`config.mk`:
```
export PLATFORM = sky130hd
export DESIGN_NAME = classifier_top
export DESIGN_NICKNAME = d
export VERILOG_FILES = /design/src/logic/classifier_sample_pkg.sv /design/src/logic/classifier_state_pkg.sv /design/src/logic/classifier_activity.sv /design/src/logic/classifier_band_config.sv /design/src/logic/classifier_band_energy.sv /design/src/logic/classifier_band_peak.sv /design/src/logic/classifier_top.sv
export VERILOG_INCLUDE_DIRS = /design/src /design/src/logic
export SDC_FILE = /design/constraint.sdc
export NUM_CORES = 1
export LEC_CHECK = 0
export BUFFER_PORTS_ARGS = -buffer_cell sky130_fd_sc_hd__buf_2
export CAP_MARGIN = 20
export CORE_MARGIN = 2
export CORE_UTILIZATION = 56
export CTS_CLUSTER_SIZE = 20
export DETAILED_ROUTE_END_ITERATION = 12
export GPL_TIMING_DRIVEN = 0
export PLACE_DENSITY_LB_ADDON = 0.3
export RECOVER_POWER = 50
export SLEW_MARGIN = 20
export SYNTH_ARGS = -nofsm -noshare
export SYNTH_HDL_FRONTEND = slang
export SYNTH_SLANG_ARGS = --single-unit
```
`constraint.sdc`:
```
create_clock -name clk -period 15.4 [get_ports clk]
set_clock_uncertainty 0.15 [all_clocks]
set_input_delay 0.77 -clock clk [delete_from_list [all_inputs] [get_ports clk]]
set_output_delay 0.77 -clock clk [all_outputs]
set_load 0.03 [all_outputs]
```
`src/logic/classifier_consts.svh`:
```
`ifndef CLASSIFIER_CONSTS_SVH
`define CLASSIFIER_CONSTS_SVH

// frame geometry
`define CLS_MAG_WIDTH 16
`define CLS_N_SAMPLES 8
`define CLS_IDX_WIDTH 8

// 8 full-scale magnitudes need 19 bits, one spare
`define CLS_ENERGY_WIDTH 20

// hysteresis, counted in accepted frames
`define CLS_ON_FRAMES 3
`define CLS_OFF_FRAMES 5
`define CLS_COUNT_WIDTH 8

`endif

```
`src/logic/classifier_sample_pkg.sv`:
```
`include "classifier_consts.svh"

package classifier_sample_pkg;

  typedef logic [`CLS_MAG_WIDTH-1:0] magnitude_t;     // one spectral bin
  typedef logic [`CLS_IDX_WIDTH-1:0] bin_idx_t;
  typedef logic [`CLS_ENERGY_WIDTH-1:0] energy_t;     // in-band sum

  // one bit per bin, set when the bin lies inside the band
  typedef logic [`CLS_N_SAMPLES-1:0] band_mask_t;

  // whole frame, bin 0 in the low bits
  typedef logic [`CLS_N_SAMPLES*`CLS_MAG_WIDTH-1:0] frame_t;

endpackage

```
`src/logic/classifier_state_pkg.sv`:
```
`include "classifier_consts.svh"

package classifier_state_pkg;

  typedef enum logic {
    act_silent = 1'b0,
    act_sound  = 1'b1
  } activity_state_e;

  typedef logic [`CLS_COUNT_WIDTH-1:0] frame_count_t;  // run length in frames

endpackage

```
`src/logic/classifier_activity.sv`:
```
`timescale 1ns/1ps
`include "classifier_consts.svh"

module classifier_activity
  import classifier_sample_pkg::*, classifier_state_pkg::*;
(
  input  logic       clk,
  input  logic       reset,
  input  logic       recv_val,
  input  magnitude_t peak,
  input  energy_t    energy,
  input  magnitude_t cutoff_mag,
  input  energy_t    cutoff_energy,
  input  logic       send_rdy,
  output logic       recv_rdy,
  output logic       advance,
  output logic       send_val,
  output logic       send_msg
);

  logic            s1_valid;    // stage 1 holds a frame
  logic            detected;
  activity_state_e state;
  activity_state_e state_next;
  frame_count_t    on_count;
  frame_count_t    on_count_next;
  frame_count_t    off_count;
  frame_count_t    off_count_next;

  // the whole pipeline stalls only when a result is waiting
  assign advance  = !send_val || send_rdy;
  assign recv_rdy = advance;

  // both thresholds must be exceeded
  assign detected = (peak > cutoff_mag) && (energy > cutoff_energy);

  always_comb begin
    state_next     = state;
    on_count_next  = on_count;
    off_count_next = off_count;
    case (state)
      act_silent: begin
        if (detected) begin
          on_count_next = on_count + 1'b1;
          if (on_count_next == frame_count_t'(`CLS_ON_FRAMES)) begin
            state_next     = act_sound;
            on_count_next  = '0;
            off_count_next = '0;
          end
        end else begin
          on_count_next = '0;   // run broken
        end
      end
      act_sound: begin
        if (!detected) begin
          off_count_next = off_count + 1'b1;
          if (off_count_next == frame_count_t'(`CLS_OFF_FRAMES)) begin
            state_next     = act_silent;
            on_count_next  = '0;
            off_count_next = '0;
          end
        end else begin
          off_count_next = '0;
        end
      end
      default: state_next = act_silent;
    endcase
  end

  always_ff @(posedge clk) begin
    if (reset) begin
      s1_valid  <= 1'b0;
      send_val  <= 1'b0;
      send_msg  <= 1'b0;
      state     <= act_silent;
      on_count  <= '0;
      off_count <= '0;
    end else if (advance) begin
      s1_valid <= recv_val;     // recv_rdy equals advance here
      send_val <= s1_valid;
      if (s1_valid) begin
        // hysteresis moves only on real frames
        state     <= state_next;
        on_count  <= on_count_next;
        off_count <= off_count_next;
        send_msg  <= (state_next == act_sound);
      end
    end
  end

endmodule

```
`src/logic/classifier_band_config.sv`:
```
`timescale 1ns/1ps
`include "classifier_consts.svh"

module classifier_band_config import classifier_sample_pkg::*; (
  input  logic       clk,
  input  logic       reset,

  input  logic       cutoff_idx_low_val,
  output logic       cutoff_idx_low_rdy,
  input  bin_idx_t   cutoff_idx_low_msg,

  input  logic       cutoff_idx_high_val,
  output logic       cutoff_idx_high_rdy,
  input  bin_idx_t   cutoff_idx_high_msg,

  input  logic       cutoff_mag_val,
  output logic       cutoff_mag_rdy,
  input  magnitude_t cutoff_mag_msg,

  input  logic       cutoff_energy_val,
  output logic       cutoff_energy_rdy,
  input  energy_t    cutoff_energy_msg,

  output magnitude_t cutoff_mag,
  output energy_t    cutoff_energy,
  output band_mask_t band_mask
);

  bin_idx_t idx_low;
  bin_idx_t idx_high;

  // config ports never stall
  assign cutoff_idx_low_rdy  = 1'b1;
  assign cutoff_idx_high_rdy = 1'b1;
  assign cutoff_mag_rdy      = 1'b1;
  assign cutoff_energy_rdy   = 1'b1;

  always_ff @(posedge clk) begin
    if (reset) begin
      idx_low       <= '0;
      idx_high      <= '0;   // band is bin 0 only out of reset
      cutoff_mag    <= '0;
      cutoff_energy <= '0;
    end else begin
      if (cutoff_idx_low_val)  idx_low       <= cutoff_idx_low_msg;
      if (cutoff_idx_high_val) idx_high      <= cutoff_idx_high_msg;
      if (cutoff_mag_val)      cutoff_mag    <= cutoff_mag_msg;
      if (cutoff_energy_val)   cutoff_energy <= cutoff_energy_msg;
    end
  end

  // the one place where bin indices are compared against the band edges
  for (genvar i = 0; i < `CLS_N_SAMPLES; i++) begin : g_mask
    assign band_mask[i] = (bin_idx_t'(i) >= idx_low) && (bin_idx_t'(i) <= idx_high);
  end

endmodule

```
`src/logic/classifier_band_energy.sv`:
```
`timescale 1ns/1ps
`include "classifier_consts.svh"

module classifier_band_energy import classifier_sample_pkg::*; (
  input  logic       clk,
  input  logic       reset,
  input  logic       advance,
  input  frame_t     frame,
  input  band_mask_t band_mask,
  output energy_t    energy
);

  energy_t    band_sum;
  magnitude_t bin_mag;

  // adder tree is left to synthesis, all terms at full energy width
  always_comb begin
    band_sum = '0;
    bin_mag  = '0;
    for (int i = 0; i < `CLS_N_SAMPLES; i++) begin
      bin_mag = frame[i*`CLS_MAG_WIDTH +: `CLS_MAG_WIDTH];
      if (band_mask[i]) begin
        band_sum = band_sum + energy_t'(bin_mag);
      end
    end
  end

  // registered alongside the peak so both land in stage 1 together
  always_ff @(posedge clk) begin
    if (reset) begin
      energy <= '0;
    end else if (advance) begin
      energy <= band_sum;
    end
  end

endmodule

```
`src/logic/classifier_band_peak.sv`:
```
`timescale 1ns/1ps
`include "classifier_consts.svh"

module classifier_band_peak import classifier_sample_pkg::*; (
  input  logic       clk,
  input  logic       reset,
  input  logic       advance,
  input  frame_t     frame,
  input  band_mask_t band_mask,
  output magnitude_t peak
);

  magnitude_t masked [`CLS_N_SAMPLES];
  magnitude_t run_max [`CLS_N_SAMPLES];   // run_max[i] is the max of bins 0..i

  for (genvar i = 0; i < `CLS_N_SAMPLES; i++) begin : g_bins
    // out-of-band bins count as silence
    assign masked[i] = band_mask[i] ? frame[i*`CLS_MAG_WIDTH +: `CLS_MAG_WIDTH] : '0;
  end

  assign run_max[0] = masked[0];

  for (genvar i = 1; i < `CLS_N_SAMPLES; i++) begin : g_chain
    assign run_max[i] = (masked[i] > run_max[i-1]) ? masked[i] : run_max[i-1];
  end

  // stage 1 register, holds under back-pressure
  always_ff @(posedge clk) begin
    if (reset) begin
      peak <= '0;
    end else if (advance) begin
      peak <= run_max[`CLS_N_SAMPLES-1];
    end
  end

endmodule

```
`src/logic/classifier_top.sv`:
```
`timescale 1ns/1ps

module classifier_top import classifier_sample_pkg::*; (
  input  logic       clk,
  input  logic       reset,

  // frames in
  input  logic       recv_val,
  output logic       recv_rdy,
  input  frame_t     recv_msg,

  // one result bit per frame out
  output logic       send_val,
  input  logic       send_rdy,
  output logic       send_msg,

  input  logic       cutoff_idx_low_val,
  output logic       cutoff_idx_low_rdy,
  input  bin_idx_t   cutoff_idx_low_msg,

  input  logic       cutoff_idx_high_val,
  output logic       cutoff_idx_high_rdy,
  input  bin_idx_t   cutoff_idx_high_msg,

  input  logic       cutoff_mag_val,
  output logic       cutoff_mag_rdy,
  input  magnitude_t cutoff_mag_msg,

  input  logic       cutoff_energy_val,
  output logic       cutoff_energy_rdy,
  input  energy_t    cutoff_energy_msg
);

  magnitude_t cutoff_mag;
  energy_t    cutoff_energy;
  band_mask_t band_mask;
  logic       advance;      // stage enable from the activity unit
  magnitude_t peak;
  energy_t    energy;

  classifier_band_config u_band_config (
    .clk                 (clk),
    .reset               (reset),
    .cutoff_idx_low_val  (cutoff_idx_low_val),
    .cutoff_idx_low_rdy  (cutoff_idx_low_rdy),
    .cutoff_idx_low_msg  (cutoff_idx_low_msg),
    .cutoff_idx_high_val (cutoff_idx_high_val),
    .cutoff_idx_high_rdy (cutoff_idx_high_rdy),
    .cutoff_idx_high_msg (cutoff_idx_high_msg),
    .cutoff_mag_val      (cutoff_mag_val),
    .cutoff_mag_rdy      (cutoff_mag_rdy),
    .cutoff_mag_msg      (cutoff_mag_msg),
    .cutoff_energy_val   (cutoff_energy_val),
    .cutoff_energy_rdy   (cutoff_energy_rdy),
    .cutoff_energy_msg   (cutoff_energy_msg),
    .cutoff_mag          (cutoff_mag),
    .cutoff_energy       (cutoff_energy),
    .band_mask           (band_mask)
  );

  // peak and energy work side by side on the same frame
  classifier_band_peak u_band_peak (
    .clk       (clk),
    .reset     (reset),
    .advance   (advance),
    .frame     (recv_msg),
    .band_mask (band_mask),
    .peak      (peak)
  );

  classifier_band_energy u_band_energy (
    .clk       (clk),
    .reset     (reset),
    .advance   (advance),
    .frame     (recv_msg),
    .band_mask (band_mask),
    .energy    (energy)
  );

  classifier_activity u_activity (
    .clk           (clk),
    .reset         (reset),
    .recv_val      (recv_val),
    .peak          (peak),
    .energy        (energy),
    .cutoff_mag    (cutoff_mag),
    .cutoff_energy (cutoff_energy),
    .send_rdy      (send_rdy),
    .recv_rdy      (recv_rdy),
    .advance       (advance),
    .send_val      (send_val),
    .send_msg      (send_msg)
  );

endmodule

```
==> flow_summary_export.csv <==
group,metric,value,unit
placed_design,hpwl,46460,um
worst_setup_path,required,15.47,ns
job,cap_violations,0,
synthesis,ys_ff_latch,107,
min_path,hold_path.class,"reg -> reg",
power_and_ir_drop,p_per_area,238.9,nW/um^2
finish,synthToLayoutAreaGrowth,29.56,%
floorplan,core,29640,sq um
timing,worst_pin_slew,1.136,ns
finish,ff_latch_area,2155,sq um
clock_network,cts_tree,"done",
timing,fin_crit_sh,105.0,%
power_and_ir_drop,sequentialPowerShare,6.6,%
floorplan,start_util,56.95,%
synthesis,ys_seq_area_share,12.69,%
global_route,antenna_found_initial,3,
power_and_ir_drop,p_sw_share,50.90,%
synthesis,synth_edf_count,0,
run_status,status,"finished, violations left",
drt,postRouteAntennaNets,0,
finish,fillers,2255,
worst_setup_path,crit_path_start_kind,"flip-flop",
power_and_ir_drop,power.switching,2660,uW
timing,max-slew-margin-rel,23.81,%
floorplan,dieArea,31550,sq um
drt,routed_via_density,6.348,
clock_network,clk_latency,0.36,ns
timing,rsz0062_at_grt,"yes",
global_route,grt_pass1_vias,18955,
worst_setup_path,reg2reg_slack,-0.77,ns
run_status,violations,"negative setup slack",
power_and_ir_drop,ir_drop,0.1672,mV
drt,drc,0,
clock_network,ctsHoldBuffers,0,
power_and_ir_drop,comb_power_share,89.1,%
drt,drtIter0Drc,2054,
global_route,gr-usage-all-layers,38.52,%
global_route,grt_max_degree,20,
power_and_ir_drop,power,5225,uW
timing,hold_violations,0,
worst_setup_path,path_class,"reg -> reg",
placed_design,place_congestion,0.9819,
finish,multi_input_area,15010,sq um
clock_network,cts_sinks,107,
timing,report.final.slew_viol_count,0,
power_and_ir_drop,total_leakage_power,0.01051,uW
floorplan,std_cell_rows,63,
timing,clock.fmax,61.83,MHz
placed_design,postPlaceCellArea,18410,sq um
synthesis,postSynthCellCount,2348,
drt,wl_per_cell,20.28,um
synthesis,synth_warnings,0,
clock_network,cts_buffers,9,
synthesis,synthArstFlopShare,0,%
timing,worst_slack,-0.7735,ns
clock_network,h-tree-depth,3,
synthesis,synth.distinct_cells,98,
finish,layout-drive-gt1-share,25.51,%
floorplan,ioPinCount,195,
floorplan,die_x,177.6,um
finish,nets,3171,
timing,setup_viol_count_final,16,
placed_design,io_buffers,185,
clock_network,cts_buffer_depth,2,
drt,wl,63290,um
power_and_ir_drop,intPower,2566,uW
synthesis,syn_area,16880,sq um
worst_setup_path,critPathMaxStageDelay,0.56,ns
worst_setup_path,arrival,16.24,ns
timing,final.setup.tns,-11.19,ns
worst_setup_path,crit_path_end_kind,"flip-flop",
global_route,grt_pass1_wl,96870,um
clock_network,clk_pin_slew,0.08,ns
synthesis,synth.avg_cell_area,7.189,sq um
global_route,grt_overflow_total,0,
worst_setup_path,cp_max_fo,8,
floorplan,fp.dieH,177.6,um
clock_network,clockRootBuffer,"clkbuf_16",
worst_setup_path,critPathSlowestCell,"or4_4",
worst_setup_path,crit_family,"buffers and inverters",
worst_setup_path,cpMostUsedCell,"buf_4",
synthesis,synthFlopType,"dfxtp_1",
worst_setup_path,path_buf_inv,35,
timing,min_period,16.17,ns
drt,first_pass_iters,6,
finish,final_area,21870,sq um
drt,vias,19813,
power_and_ir_drop,pwr-share-clk,4.3,%
[cell type report]
class	instances	area share, %
Multi-Input combinational cell	1926	68.64
Tap cell	390	2.231
Antenna cell	3	0.03433
Sequential cell	107	9.852
Clock buffer	9	1.030
Timing Repair Buffer	364	11.19
Clock inverter	7	0.2689
Buffer	88	2.855
Inverter	227	3.896
[power by group through the flow]
stage          sequential, uW  combinational, uW  clock (uW)
2_1_floorplan             339               2260           0
3_3_place_gp              348               2940           0
3_5_place_dp              350               3030           0
4_1_cts                   344               4250         225
5_1_grt                   348               4930         237
6_report                  345               4650         227
[stage by stage]
stage	hold slack [ns]	worst slack [ns]	utilization, %	std cells
2_1_floorplan	0.2856	0.02240	-	2351
3_3_place_gp	0.3001	-3.716	62.09	2926
3_5_place_dp	0.3068	-3.718	62.12	2927
4_1_cts	0.3173	-0.04336	72.23	3095
5_1_grt	0.3261	-1.254	73.79	3121
6_report	0.3169	-0.7735	73.79	3121
[cell usage in the layout (no fill, tap or decap), types with 21 or more instances in the layout]
master / count
clkbuf_1: 53
o21a_1: 25
and3_1: 46
mux2_2: 21
nor2b_1: 24
nand4_1: 29
a21oi_2: 30
nor2_1: 241
nand2_1: 170
mux2i_1: 72
a21boi_0: 22
buf_4: 164
ha_1: 227
and2_1: 50
a21oi_1: 153
a21o_1: 65
dfxtp_1: 101
o21ai_0: 142
nand3_1: 53
o21bai_1: 25
xnor2_1: 79
buf_2: 187
inv_1: 210
ha_4: 24
[timing repair]
action | 4_1_cts | 5_1_grt
pin swaps | 93 | 38
resized for setup | 315 | 71
buffers inserted | 146 | 24
endpoints found under the setup margin | 16 | 16
gates cloned | 7 | 1
[kinds of logic (layout without fill, tap and decap cells)]
family / Yosys count / after routing / share of synthesized area (%)
simple gates: 789 / 789 / 22.65
compound gates: 659 / 659 / 25.39
buf+inv: 318 / 695 / 7.368
fa+ha+maj: 264 / 264 / 19.84
mux: 112 / 112 / 6.871
flops: 107 / 107 / 12.69
xor+xnor: 98 / 98 / 5.166
other cells: 1 / 7 / 0.02222
[state kept, by name, summed over array words and instances (netlist names), 8 cells and up]
register                     cells
u_band_peak.peak                16
u_band_config.idx_low            8
u_band_config.idx_high           8
u_band_energy.energy            20
u_activity.off_count             8
u_activity.on_count              8
u_band_config.cutoff_energy     20
u_band_config.cutoff_mag        16
[cell usage after synthesis (8+ instances only)]
master	n	area [sq um]
nand4b_1	11	96.34
a211o_1	8	70.07
mux2_2	22	247.7
inv_1	223	837.1
clkbuf_1	64	240.2
o31ai_1	9	67.56
nand2b_1	22	137.6
nor2b_1	25	156.4
buf_1	12	45.04
a211oi_1	18	135.1
a21oi_1	185	925.9
o21ai_0	181	905.9
a21boi_0	22	165.2
a221oi_2	8	120.1
nor3_1	22	110.1
nor2_1	259	972.2
o21a_1	26	195.2
a221oi_1	8	70.07
xnor2_1	79	691.9
nand4_1	29	181.4
nand2_1	191	716.9
nor4_1	10	62.56
and3_1	48	300.3
xor2_1	18	157.7
and2_1	52	325.3
or3_1	18	112.6
o211ai_1	17	127.6
nand3_1	63	315.3
o21bai_1	25	187.7
mux2i_1	84	840.8
a21o_1	66	495.5
ha_1	253	3166
dfxtp_1	107	2142
nand3b_1	8	60.06
[worst paths after layout]
| path | cells after the start | to | start |
|---|---|---|---|
| max | 93 | u_band_peak.peak[9]$_SDFFE_PP0N_ | u_band_config.idx_high[1]$_SDFFE_PP0P_ |
| min | 2 | u_band_energy.energy[2]$_SDFFE_PP0N_ | u_band_energy.energy[2]$_SDFFE_PP0N_ |
| max reg2reg | 93 | u_band_peak.peak[9]$_SDFFE_PP0N_ | u_band_config.idx_high[1]$_SDFFE_PP0P_ |
| min reg2reg | 2 | u_band_energy.energy[2]$_SDFFE_PP0N_ | u_band_energy.energy[2]$_SDFFE_PP0N_ |
[worst register-to-register path: cells and delay by family, from the launching register on]
kind / cells / cell delay [ns]
buffers and inverters: 35 / 4.51
adders and majority gates: 5 / 1.53
DFF: 1 / 0.35
muxes: 5 / 1.25
xor gates and xnor gates: 1 / 0.18
and+or+nand+nor: 21 / 3.62
AOI/OAI and AO/OA: 26 / 4.42
[layer usage]
metal | vias up | track usage (%) | wire length [um] | share of wire (%)
li1 | 9084 | - | - | -
met5 | - | 0 | 0 | 0
met1 | 9192 | 47.05 | 25020 | 40
met4 | 0 | 22.88 | 4431 | 7.0
met2 | 1170 | 64.57 | 28570 | 45
met3 | 367 | 4.927 | 5259 | 8.3
Power figures use the tool's default switching activity.
